### src/common/rv_pkg.sv
/* opcodes, alu operations and the control and pipeline register structs
   shared by the rv_core stages. */
package rv_pkg;

  typedef enum logic [6:0] {
    OPC_LUI    = 7'b0110111,
    OPC_OP     = 7'b0110011,
    OPC_OP_IMM = 7'b0010011,
    OPC_LOAD   = 7'b0000011,
    OPC_STORE  = 7'b0100011,
    OPC_BRANCH = 7'b1100011,
    OPC_JAL    = 7'b1101111,
    OPC_JALR   = 7'b1100111
  } opcode_e;

  typedef enum logic [3:0] {
    ALU_ADD,
    ALU_SUB,
    ALU_AND,
    ALU_OR,
    ALU_XOR,
    ALU_SLT,
    ALU_PASS_B
  } alu_op_e;

  typedef struct packed {
    logic    reg_wr;
    logic    mem_rd;
    logic    mem_wr;
    logic    mem_byte; // lbu / sb size.
    logic    br_eq;
    logic    br_ne;
    logic    jal;
    logic    jalr;
    logic    a_pc;     // pc as operand a.
    logic    b_imm;    // immediate as operand b.
    alu_op_e alu_op;
  } ctrl_t;

  typedef struct packed {
    logic        valid;
    logic [31:0] pc;
    logic [31:0] rs1_val;
    logic [31:0] rs2_val;
    logic [4:0]  rs1_addr;
    logic [4:0]  rs2_addr;
    logic [4:0]  rd;
    logic [31:0] imm;
    ctrl_t       ctrl;
  } id_ex_t;

  typedef struct packed {
    logic        valid;
    logic [31:0] result;    // alu result or link address.
    logic [31:0] store_val;
    logic [4:0]  rd;
    ctrl_t       ctrl;
  } ex_mem_t;

  typedef struct packed {
    logic        valid;
    logic [31:0] target;
  } redirect_t;

  typedef struct packed {
    logic        valid;
    logic [4:0]  rd;
    logic [31:0] data;
  } wb_t;

  // addi x0,x0,0.
  localparam logic [31:0] NOP_INSTR = 32'h0000_0013;

endpackage

### src/fetch/rv_fetch.sv
/* program counter and if/id instruction register. */
`timescale 1ns/10ps

module rv_fetch #(
  parameter logic [31:0] RESET_PC = 32'h0000_0000
) (
  input  logic              clk,
  input  logic              arst_n,
  input  logic              stall,
  input  rv_pkg::redirect_t redirect,
  input  logic [31:0]       instr,
  output logic [31:0]       instr_addr,
  output logic [31:0]       if_instr,
  output logic [31:0]       if_pc
);

  logic [31:0] pc;

  assign instr_addr = pc; // memory answers in the same cycle.

  // redirect wins over stall.
  always_ff @(posedge clk or negedge arst_n) begin
    if (!arst_n) begin
      pc       <= RESET_PC;
      if_instr <= rv_pkg::NOP_INSTR;
    end else if (redirect.valid) begin
      pc       <= redirect.target;
      if_instr <= rv_pkg::NOP_INSTR; // drop the wrong-path fetch.
    end else if (!stall) begin
      pc       <= pc + 32'd4;
      if_instr <= instr;
    end
  end

  // pc of the instruction now held in if_instr.
  always_ff @(posedge clk or negedge arst_n) begin
    if (!arst_n) begin
      if_pc <= RESET_PC;
    end else if (!redirect.valid && !stall) begin
      if_pc <= pc;
    end
  end

endmodule

### src/decode/rv_decode.sv
/* instruction decode, immediate generation, load-use stall
   detection and the id/ex pipeline register. */
`timescale 1ns/10ps

module rv_decode (
  input  logic              clk,
  input  logic              arst_n,
  input  logic [31:0]       if_instr,
  input  logic [31:0]       if_pc,
  output logic [4:0]        rs1_addr,
  output logic [4:0]        rs2_addr,
  input  logic [31:0]       rs1_val,
  input  logic [31:0]       rs2_val,
  input  rv_pkg::redirect_t redirect,
  output logic              stall,
  output rv_pkg::id_ex_t    id_ex
);

  logic [2:0]      funct3;
  logic [31:0]     imm;
  rv_pkg::ctrl_t   ctrl;
  rv_pkg::alu_op_e arith_op;
  logic            arith_ok;
  logic            dec_valid;
  logic            rs1_used;
  logic            rs2_used;

  assign funct3   = if_instr[14:12];
  assign rs1_addr = if_instr[19:15];
  assign rs2_addr = if_instr[24:20];

  // shared by op and op-imm; sub only exists for op (opcode bit 5).
  always_comb begin
    arith_ok = 1'b1;
    case (funct3)
      3'b000:  arith_op = (if_instr[5] && if_instr[30]) ? rv_pkg::ALU_SUB : rv_pkg::ALU_ADD;
      3'b010:  arith_op = rv_pkg::ALU_SLT;
      3'b100:  arith_op = rv_pkg::ALU_XOR;
      3'b110:  arith_op = rv_pkg::ALU_OR;
      3'b111:  arith_op = rv_pkg::ALU_AND;
      default: begin
        arith_op = rv_pkg::ALU_ADD;
        arith_ok = 1'b0; // shifts and sltu not supported.
      end
    endcase
  end

  always_comb begin
    ctrl      = '0;
    imm       = {{20{if_instr[31]}}, if_instr[31:20]}; // i-type.
    dec_valid = 1'b1;
    rs1_used  = 1'b1;
    rs2_used  = 1'b0;
    case (rv_pkg::opcode_e'(if_instr[6:0]))
      rv_pkg::OPC_LUI: begin
        imm         = {if_instr[31:12], 12'b0};
        ctrl.reg_wr = 1'b1;
        ctrl.b_imm  = 1'b1;
        ctrl.alu_op = rv_pkg::ALU_PASS_B;
        rs1_used    = 1'b0;
      end
      rv_pkg::OPC_OP: begin
        ctrl.reg_wr = 1'b1;
        ctrl.alu_op = arith_op;
        dec_valid   = arith_ok;
        rs2_used    = 1'b1;
      end
      rv_pkg::OPC_OP_IMM: begin
        ctrl.reg_wr = 1'b1;
        ctrl.b_imm  = 1'b1;
        ctrl.alu_op = arith_op;
        dec_valid   = arith_ok;
      end
      rv_pkg::OPC_LOAD: begin
        ctrl.reg_wr   = 1'b1;
        ctrl.mem_rd   = 1'b1;
        ctrl.b_imm    = 1'b1;
        ctrl.mem_byte = (funct3 == 3'b100);
        dec_valid     = (funct3 == 3'b100) || (funct3 == 3'b010); // lbu, lw.
      end
      rv_pkg::OPC_STORE: begin
        imm           = {{20{if_instr[31]}}, if_instr[31:25], if_instr[11:7]};
        ctrl.mem_wr   = 1'b1;
        ctrl.b_imm    = 1'b1;
        ctrl.mem_byte = (funct3 == 3'b000);
        dec_valid     = (funct3 == 3'b000) || (funct3 == 3'b010); // sb, sw.
        rs2_used      = 1'b1;
      end
      rv_pkg::OPC_BRANCH: begin
        imm        = {{19{if_instr[31]}}, if_instr[31], if_instr[7],
                      if_instr[30:25], if_instr[11:8], 1'b0};
        ctrl.br_eq = (funct3 == 3'b000);
        ctrl.br_ne = (funct3 == 3'b001);
        ctrl.a_pc  = 1'b1; // alu forms pc + imm.
        ctrl.b_imm = 1'b1;
        dec_valid  = (funct3[2:1] == 2'b00);
        rs2_used   = 1'b1;
      end
      rv_pkg::OPC_JAL: begin
        imm         = {{11{if_instr[31]}}, if_instr[31], if_instr[19:12],
                       if_instr[20], if_instr[30:21], 1'b0};
        ctrl.reg_wr = 1'b1;
        ctrl.jal    = 1'b1;
        ctrl.a_pc   = 1'b1;
        ctrl.b_imm  = 1'b1;
        rs1_used    = 1'b0;
      end
      rv_pkg::OPC_JALR: begin
        ctrl.reg_wr = 1'b1;
        ctrl.jalr   = 1'b1;
        ctrl.b_imm  = 1'b1;
      end
      default: dec_valid = 1'b0;
    endcase
  end

  // load in ex whose result is needed here next cycle.
  assign stall = id_ex.valid && id_ex.ctrl.mem_rd && (id_ex.rd != 5'd0) &&
                 ((rs1_used && (id_ex.rd == rs1_addr)) ||
                  (rs2_used && (id_ex.rd == rs2_addr)));

  always_ff @(posedge clk or negedge arst_n) begin
    if (!arst_n) begin
      id_ex <= '0;
    end else if (redirect.valid || stall) begin
      id_ex.valid <= 1'b0; // bubble.
    end else begin
      id_ex <= '{valid: dec_valid, pc: if_pc, rs1_val: rs1_val, rs2_val: rs2_val,
                 rs1_addr: rs1_addr, rs2_addr: rs2_addr, rd: if_instr[11:7],
                 imm: imm, ctrl: ctrl};
    end
  end

endmodule

### src/logic/rv_regfile.sv
/* general register file x1..x31 with write-through reads. */
`timescale 1ns/10ps

module rv_regfile (
  input  logic         clk,
  input  logic         arst_n,
  input  logic [4:0]   rs1_addr,
  input  logic [4:0]   rs2_addr,
  output logic [31:0]  rs1_val,
  output logic [31:0]  rs2_val,
  input  rv_pkg::wb_t  wb
);

  logic [31:0] regs [1:31];
  logic        wr_en;

  assign wr_en = wb.valid && (wb.rd != 5'd0); // x0 is never written.

  always_ff @(posedge clk or negedge arst_n) begin
    if (!arst_n) begin
      for (int i = 1; i < 32; i++) begin
        regs[i] <= '0;
      end
    end else if (wr_en) begin
      regs[wb.rd] <= wb.data;
    end
  end

  // same-cycle write is seen by the read.
  assign rs1_val = (rs1_addr == 5'd0) ? 32'd0 :
                   (wr_en && (wb.rd == rs1_addr)) ? wb.data : regs[rs1_addr];
  assign rs2_val = (rs2_addr == 5'd0) ? 32'd0 :
                   (wr_en && (wb.rd == rs2_addr)) ? wb.data : regs[rs2_addr];

endmodule

### src/execute/rv_execute.sv
/* operand forwarding, alu, branch and jump resolution
   and the ex/mem pipeline register. */
`timescale 1ns/10ps

module rv_execute (
  input  logic              clk,
  input  logic              arst_n,
  input  rv_pkg::id_ex_t    id_ex,
  input  rv_pkg::wb_t       wb,
  output rv_pkg::ex_mem_t   ex_mem,
  output rv_pkg::redirect_t redirect
);

  logic [31:0] fwd_a;
  logic [31:0] fwd_b;
  logic [31:0] op_a;
  logic [31:0] op_b;
  logic [31:0] alu_res;
  logic [31:0] link;
  logic        taken;

  // bypass from mem/wb.
  assign fwd_a = (wb.valid && (wb.rd != 5'd0) && (wb.rd == id_ex.rs1_addr)) ?
                 wb.data : id_ex.rs1_val;
  assign fwd_b = (wb.valid && (wb.rd != 5'd0) && (wb.rd == id_ex.rs2_addr)) ?
                 wb.data : id_ex.rs2_val;

  assign op_a = id_ex.ctrl.a_pc  ? id_ex.pc  : fwd_a;
  assign op_b = id_ex.ctrl.b_imm ? id_ex.imm : fwd_b;

  always_comb begin
    case (id_ex.ctrl.alu_op)
      rv_pkg::ALU_SUB:    alu_res = op_a - op_b;
      rv_pkg::ALU_AND:    alu_res = op_a & op_b;
      rv_pkg::ALU_OR:     alu_res = op_a | op_b;
      rv_pkg::ALU_XOR:    alu_res = op_a ^ op_b;
      rv_pkg::ALU_SLT:    alu_res = {31'd0, $signed(op_a) < $signed(op_b)};
      rv_pkg::ALU_PASS_B: alu_res = op_b;
      default:            alu_res = op_a + op_b;
    endcase
  end

  assign link = id_ex.pc + 32'd4;

  // branches compare the register operands, alu gives the target.
  assign taken = (id_ex.ctrl.br_eq && (fwd_a == fwd_b)) ||
                 (id_ex.ctrl.br_ne && (fwd_a != fwd_b)) ||
                 id_ex.ctrl.jal || id_ex.ctrl.jalr;

  assign redirect.valid  = id_ex.valid && taken;
  assign redirect.target = {alu_res[31:1], 1'b0}; // bit 0 cleared for jalr.

  always_ff @(posedge clk or negedge arst_n) begin
    if (!arst_n) begin
      ex_mem <= '0;
    end else begin
      ex_mem.valid     <= id_ex.valid;
      ex_mem.result    <= (id_ex.ctrl.jal || id_ex.ctrl.jalr) ? link : alu_res;
      ex_mem.store_val <= fwd_b;
      ex_mem.rd        <= id_ex.rd;
      ex_mem.ctrl      <= id_ex.ctrl;
    end
  end

endmodule

### src/logic/rv_lsu.sv
/* store strobes and lane alignment, byte load extraction
   and writeback select. */
`timescale 1ns/10ps

module rv_lsu (
  input  rv_pkg::ex_mem_t ex_mem,
  input  logic [31:0]     data_rdata,
  output logic [31:0]     data_addr,
  output logic [3:0]      data_wr,
  output logic [31:0]     data_wdata,
  output rv_pkg::wb_t     wb
);

  logic [1:0]  byte_sel;
  logic [7:0]  ld_byte;
  logic [31:0] ld_val;

  assign data_addr = ex_mem.result;
  assign byte_sel  = ex_mem.result[1:0];

  always_comb begin
    data_wr    = 4'b0000;
    data_wdata = ex_mem.ctrl.mem_byte ? {4{ex_mem.store_val[7:0]}} : ex_mem.store_val;
    if (ex_mem.valid && ex_mem.ctrl.mem_wr) begin
      data_wr = ex_mem.ctrl.mem_byte ? (4'b0001 << byte_sel) : 4'b1111;
    end
  end

  assign ld_byte = data_rdata[8*byte_sel +: 8];
  assign ld_val  = ex_mem.ctrl.mem_byte ? {24'd0, ld_byte} : data_rdata; // lbu zero-extends.

  assign wb.valid = ex_mem.valid && ex_mem.ctrl.reg_wr;
  assign wb.rd    = ex_mem.rd;
  assign wb.data  = ex_mem.ctrl.mem_rd ? ld_val : ex_mem.result;

endmodule

### src/logic/rv_core.sv
/* rv_core top level, wires fetch, decode, register file,
   execute and load/store unit together. */
`timescale 1ns/10ps

module rv_core #(
  parameter logic [31:0] RESET_PC = 32'h0000_0000
) (
  input  logic        clk,
  input  logic        arst_n,
  output logic [31:0] instr_addr,
  input  logic [31:0] instr,
  output logic [31:0] data_addr,
  output logic [3:0]  data_wr,
  output logic [31:0] data_wdata,
  input  logic [31:0] data_rdata
);

  logic [31:0]       if_instr;
  logic [31:0]       if_pc;
  logic              stall;
  logic [4:0]        rs1_addr;
  logic [4:0]        rs2_addr;
  logic [31:0]       rs1_val;
  logic [31:0]       rs2_val;
  rv_pkg::redirect_t redirect;
  rv_pkg::id_ex_t    id_ex;
  rv_pkg::ex_mem_t   ex_mem;
  rv_pkg::wb_t       wb;

  rv_fetch #(
    .RESET_PC (RESET_PC)
  ) i_fetch (
    .clk        (clk),
    .arst_n     (arst_n),
    .stall      (stall),
    .redirect   (redirect),
    .instr      (instr),
    .instr_addr (instr_addr),
    .if_instr   (if_instr),
    .if_pc      (if_pc)
  );

  rv_decode i_decode (
    .clk      (clk),
    .arst_n   (arst_n),
    .if_instr (if_instr),
    .if_pc    (if_pc),
    .rs1_addr (rs1_addr),
    .rs2_addr (rs2_addr),
    .rs1_val  (rs1_val),
    .rs2_val  (rs2_val),
    .redirect (redirect),
    .stall    (stall),
    .id_ex    (id_ex)
  );

  rv_regfile i_regfile (
    .clk      (clk),
    .arst_n   (arst_n),
    .rs1_addr (rs1_addr),
    .rs2_addr (rs2_addr),
    .rs1_val  (rs1_val),
    .rs2_val  (rs2_val),
    .wb       (wb)
  );

  rv_execute i_execute (
    .clk      (clk),
    .arst_n   (arst_n),
    .id_ex    (id_ex),
    .wb       (wb),
    .ex_mem   (ex_mem),
    .redirect (redirect)
  );

  rv_lsu i_lsu (
    .ex_mem     (ex_mem),
    .data_rdata (data_rdata),
    .data_addr  (data_addr),
    .data_wr    (data_wr),
    .data_wdata (data_wdata),
    .wb         (wb)
  );

endmodule

### config.mk
export PLATFORM = sky130hd
export DESIGN_NAME = rv_core
export DESIGN_NICKNAME = d
export VERILOG_FILES = /design/src/common/rv_pkg.sv /design/src/fetch/rv_fetch.sv /design/src/decode/rv_decode.sv /design/src/logic/rv_regfile.sv /design/src/execute/rv_execute.sv /design/src/logic/rv_lsu.sv /design/src/logic/rv_core.sv
export SDC_FILE = /design/constraint.sdc
export NUM_CORES = 2
export LEC_CHECK = 0
export BUFFER_PORTS_ARGS = -buffer_cell sky130_fd_sc_hd__buf_2
export CAP_MARGIN = 20
export CORE_UTILIZATION = 55
export DETAILED_ROUTE_END_ITERATION = 8
export PLACE_DENSITY = 0.82
export SYNTH_ARGS = -nofsm -noshare
export SYNTH_HDL_FRONTEND = slang
export SYNTH_HIERARCHICAL = 1
export SYNTH_SLANG_ARGS = --single-unit
### constraint.sdc
create_clock -name clk -period 13.4 [get_ports clk]
set_clock_uncertainty 0.15 [all_clocks]
set_input_delay 4.02 -clock clk [delete_from_list [all_inputs] [get_ports clk]]
set_output_delay 4.02 -clock clk [all_outputs]
set_load 0.02 [all_outputs]
=== Yosys cells after proc, flatten, opt, wreduce, memory -nomap -nowiden ===
Cells that the tools add are included.

* Word-level logic and storage cells: 194
* Input port bits: 66
* Output and inout port bits: 100
* Register bits after elaboration: 1,320

* Reduce and logical (&&, ||, !) cells: 42
* Add/sub/neg operators: 4
* Shifts and indexed selects: 2
* Eq/ne operators: 28
* Mux-type cells: 46
* Bitwise operators: 6
* $lt $le $gt $ge: 5

{| class="wikitable"
|+ Operators by type and width
! operator !! number
|-
| bitwise mux 992 bit || 1
|-
| two-way mux 32 bit || 21
|-
| binary-select mux 32 bit (select 5 bit) || 2
|-
| case mux 32 bit (6 select lines) || 1
|-
| demux 32 bit (select 5 bit) || 1
|-
| case mux 31 bit (4 select lines) || 1
|-
| adder 32 x 3 -> 32 bit, second input constant || 2
|-
| adder 32 bit || 1
|-
| bitwise AND 32 bit || 1
|-
| == test 32 bit || 1
|-
| < comparator 32 bit || 1
|-
| inequality test 32 bit || 1
|-
| OR 32 bit || 1
|-
| indexed part select 32 x 6 -> 8 bit || 1
|-
| subtractor 32 bit || 1
|-
| bitwise XOR 32 bit || 1
|-
| == test 5 bit || 6
|-
| == test 7 x 6 -> 1 bit, second input constant || 3
|-
| == test 7 bit, second input constant || 3
|-
| case mux 4 bit (5 select lines) || 1
|-
| >= comparator 6 bit, second input constant || 3
|-
| logical AND 1 bit || 18
|-
| NOT 5 -> 6 bit || 3
|-
| == test 4 x 3 -> 1 bit, second input constant || 3
|-
| 27 further kinds || 55
|}

=== Logic depth before layout (Yosys ltp) ===
* Depth in word-level cells: 12
* Gate-level depth with buffers: 24
* Gate-level depth less buffers: 21

=== Modules after synthesis ===
The synthesis kept the hierarchy.

{| class="wikitable"
|+ By module, submodules not included
! module !! sequential area each (sq um) !! area an instance (sq um) !! times used !! cells each
|-
| rv_regfile || 24,823.8 || 53,442.5 || 1 || 3,667
|-
| rv_execute || 2,102.0 || 10,329.9 || 1 || 1,217
|-
| rv_decode || 3,928.8 || 6,682.7 || 1 || 489
|-
| rv_fetch || 2,406.1 || 4,270.3 || 1 || 375
|-
| rv_lsu || 0.0 || 1,370.1 || 1 || 243
|}

=== Least setup slack after synthesis ===
No wires, ideal clock.

* Kind: input port to flip-flop
* From: input data_rdata[26]
* To: register i_fetch.pc[20] (netlist: i_fetch/instr_addr[20])
* Stages on the path: 17
* Buffers on the path: 0
* Path slack: 5.465 ns
* Arrival time: 7.649 ns
* Setup time: 0.136 ns
* Cells stage by stage: mux2_2 > a22oi_1 > o21ai_0 > mux2_2 > mux2_2 > ha_1 > nand2b_1 > a21oi_1 > o211ai_1 > a21oi_1 > a31o_2 > a21oi_1 > o21ai_0 > mux2i_1 > o311ai_1 > and2_1 > or3b_2

{| class="wikitable"
|+ RTL lines
! element !! line !! RTL
|-
| start, declared || rv_core.sv:15 || <nowiki>input logic [31:0] data_rdata</nowiki>
|-
| end signal, assigned || rv_fetch.sv:27 || <nowiki>pc <= redirect.target;</nowiki>
|-
| end signal, assigned || rv_fetch.sv:30 || <nowiki>pc <= pc + 32'd4;</nowiki>
|-
| end, declared || rv_fetch.sv:17 || <nowiki>logic [31:0] pc;</nowiki>
|}

==> metrics.md <==
| Metric | Value |
|---|---|
| Outcome | finished clean |
| P per Cell Area | 121 nW/um^2 |
| Final Cycle Share | 65.6% |
| Least-Margin Pin Slew | 1.21 ns |
| Die Wd | 373 um |
| Combinational power share | 17.7% |
| # DRC | 0 |
| Post-route setup TNS | 0 ns |
| Synth warn | 6 |
| Final Hold Vio Count | 0 |
| Crit-path cells | buf_2, mux2_2, a22oi_1, o21ai_2, buf_4, mux2_2, xnor2_1, nand4_1, nor4_1, nand2_1, nor3_1, a211oi_4, buf_4, a211oi_4, buf_4, buf_4, mux2_1 |
| Clk root buf | clkbuf_16 |
| Post-CTS setup buffers | 0 |
| H-tree lvl count | 4 |
| Flop pwr share | 43.5% |
| WHS | 0.221 ns |
| DIE AREA | 139,000 um^2 |
| Nets | 6,005 |
| WL/cell | 33.3 um |
| FMAX | 114 MHz |
| Synth Instances | 5,981 |
| CP required | 13.90 ns |
| Maximum fanout along the worst path | 52 |
| Layout cells sized above 1 | 39.6% |
| Critical path arrival | 9.29 ns |
| P_sw | 0.00312 W |
| Clock buffer depth | 3 |
| Pint | 0.00686 W |
| Clock sinks | 1,319 |
| Initial antenna violation count | 9 |
| Vias | 55.9k |
| Leakage power | 33.7 nW |
| Total grt overflow | 0 |
| Routed WL | 257 mm |
| CTS tree | built |
| Slew headroom | 19.6% |
| Global-route wire length before repair | 380 mm |
| GP Congestion | 1.04 |
| Max Cap Violations | 0 |
| Worst-Skew Late Latency | 0.80 ns |
| Final antenna-violating net count | 0 |
| CTS clk-pin slew, worst paths | 0.06 ns |
| Die Ht | 373 um |
| Peak VDD IR | 150 uV |
| CP startpoint kind | primary input |
| Final setup vio count | 0 |
| Iteration-0 DRC count of the detailed router | 7,440 |
| Critical Path Most Common Cell | buf_4 |
| FP Rows | 135 |
| Initial core utilization | 55.7% |
| Boundary pin count | 166 |
| Post-DP HPWL | 158 mm |
| Setup CP Type | in2reg |
| Core area | 136,000 um^2 |
| Clock share of power | 38.8% |
| RSZ-0062 raised after global routing | false |
| Syn_area_per_cell | 12.7 um^2 |
| Cell area after synthesis | 75,800 um^2 |
| Switching Fraction | 31.3% |
| Largest net degree at the start of global routing | 180 |
| Global Route Usage Sum | 36.8% |
| Post-CTS sizing | 0 |
| Critical path capture point type | flop |
| Drt first pass iters | 6 |
| DR vias/cell | 7.24 |
| Max-slew violation count | 0 |
| Area grow syn2layout | 8.36% |
| CP max-delay cell | buf_4 |
| Crit path largest cell delay | 0.74 ns |
| Hold buffers post-CTS | 0 |
| HP Class | reg2reg |
| Number of global-route vias before repair | 56.5k |
| Buf/Inv on CP | 5 |
| Num CTS Buffers | 140 |
| Minimum clock period after layout | 8.79 ns |
| Crit-path leading delay family | buffers and inverters |
| Post-Syn Nets | 6,147 |
| Port buffer count | 165 |
| Fillers | 10.1k |
power by group through the flow:
stage               clock, W  combinational (W)  sequential, W
finish               0.00388            0.00177        0.00434
global route         0.00406            0.00184        0.00434
floorplan                  0            0.00109        0.00429
detailed placement         0            0.00170        0.00439
global placement           0            0.00168        0.00439
CTS                  0.00390            0.00171        0.00432
metrics by stage:
| step | cell area (um^2) | instances | power [W] | setup WS [ns] | utilization [%] |
|---|---|---|---|---|---|
| floorplan | 75800 | 5981 | 0.00538 | 5.47 | - |
| global placement | 77700 | 7476 | 0.00607 | 4.03 | 57.0 |
| detailed placement | 77700 | 7476 | 0.00608 | 3.95 | 57.0 |
| CTS | 82100 | 7719 | 0.00993 | 4.75 | 60.3 |
| global route | 82200 | 7721 | 0.0102 | 4.50 | 60.4 |
| finish | 82200 | 7726 | 0.00998 | 4.61 | 60.4 |
worst paths after layout:
path / end / from / slack, ns / depth (start not counted)
worst max-delay path: i_decode/id_ex[105] / data_rdata[26] / 4.61 / 17
worst min register to register: i_execute/ex_mem[13] / i_decode/id_ex[13] / 0.22 / 0
min in group asynchronous: i_regfile/regs[168] / arst_n / 3.08 / 1
max in group asynchronous: i_regfile/regs[397] / arst_n / 7.48 / 3
worst max register to register: i_decode/id_ex[105] / i_execute/ex_mem[12] / 6.06 / 17
worst min-delay path: i_execute/ex_mem[13] / i_decode/id_ex[13] / 0.22 / 0
registers in the layout (all words and copies together) (netlist names):
name                flops
i_execute/ex_mem       74
i_fetch/if_instr       32
i_regfile/regs        992
i_fetch/if_pc          32
i_fetch/instr_addr     32
i_decode/id_ex        157
per-layer routing:
| layer | track usage (%) | up-vias | part of all wire [%] |
|---|---|---|---|
| met5 | 0 | - | 0.042 |
| met4 | 22.8 | 14 | 7.3 |
| met3 | 8.89 | 1018 | 12 |
| met2 | 55.4 | 3936 | 45 |
| met1 | 48.1 | 28700 | 36 |
| li1 | - | 22200 | - |
worst register-to-register path, delay by kind of cell, from the launching register on:
family	cells	cell delay (ns)
AND/OR/NAND/NOR	6	2.82
buffers and inverters	5	2.60
multiplexers	2	0.77
AO/OA/AOI/OAI	3	0.41
flip-flops	1	0.34
XOR/XNOR	1	0.12
area by class of cell:
type                    count  area [um^2]  area share (%)
multi-input cells        3896        39700            48.3
inverters                 165          619           0.754
flip-flops and latches   1319        33000            40.2
well taps                1781         2230            2.71
clock inverters            43          430           0.524
clock buffers             200         4050            4.93
repair buffers            317         2090            2.54
diodes                      5         12.5          0.0152
cells in the final DEF, fill, tap and decap left out, drive strengths merged, types with 25 or more instances in the layout:
master and count:
o21ai 167, nand2 231, nor4 35, xnor2 87
clkinv 27, mux2 1361, a21oi 143, a22oi 168
a221oi 143, nand3 54, a211o 34, a31oi 67
dfrtp 1316, inv 170, buf 317, mux2i 180
a211oi 27, nor3 55, ha 98, clkbuf 200
o31a 25, mux4 393, nor2b 58, nor2 209
Power figures use the tool's default switching activity.
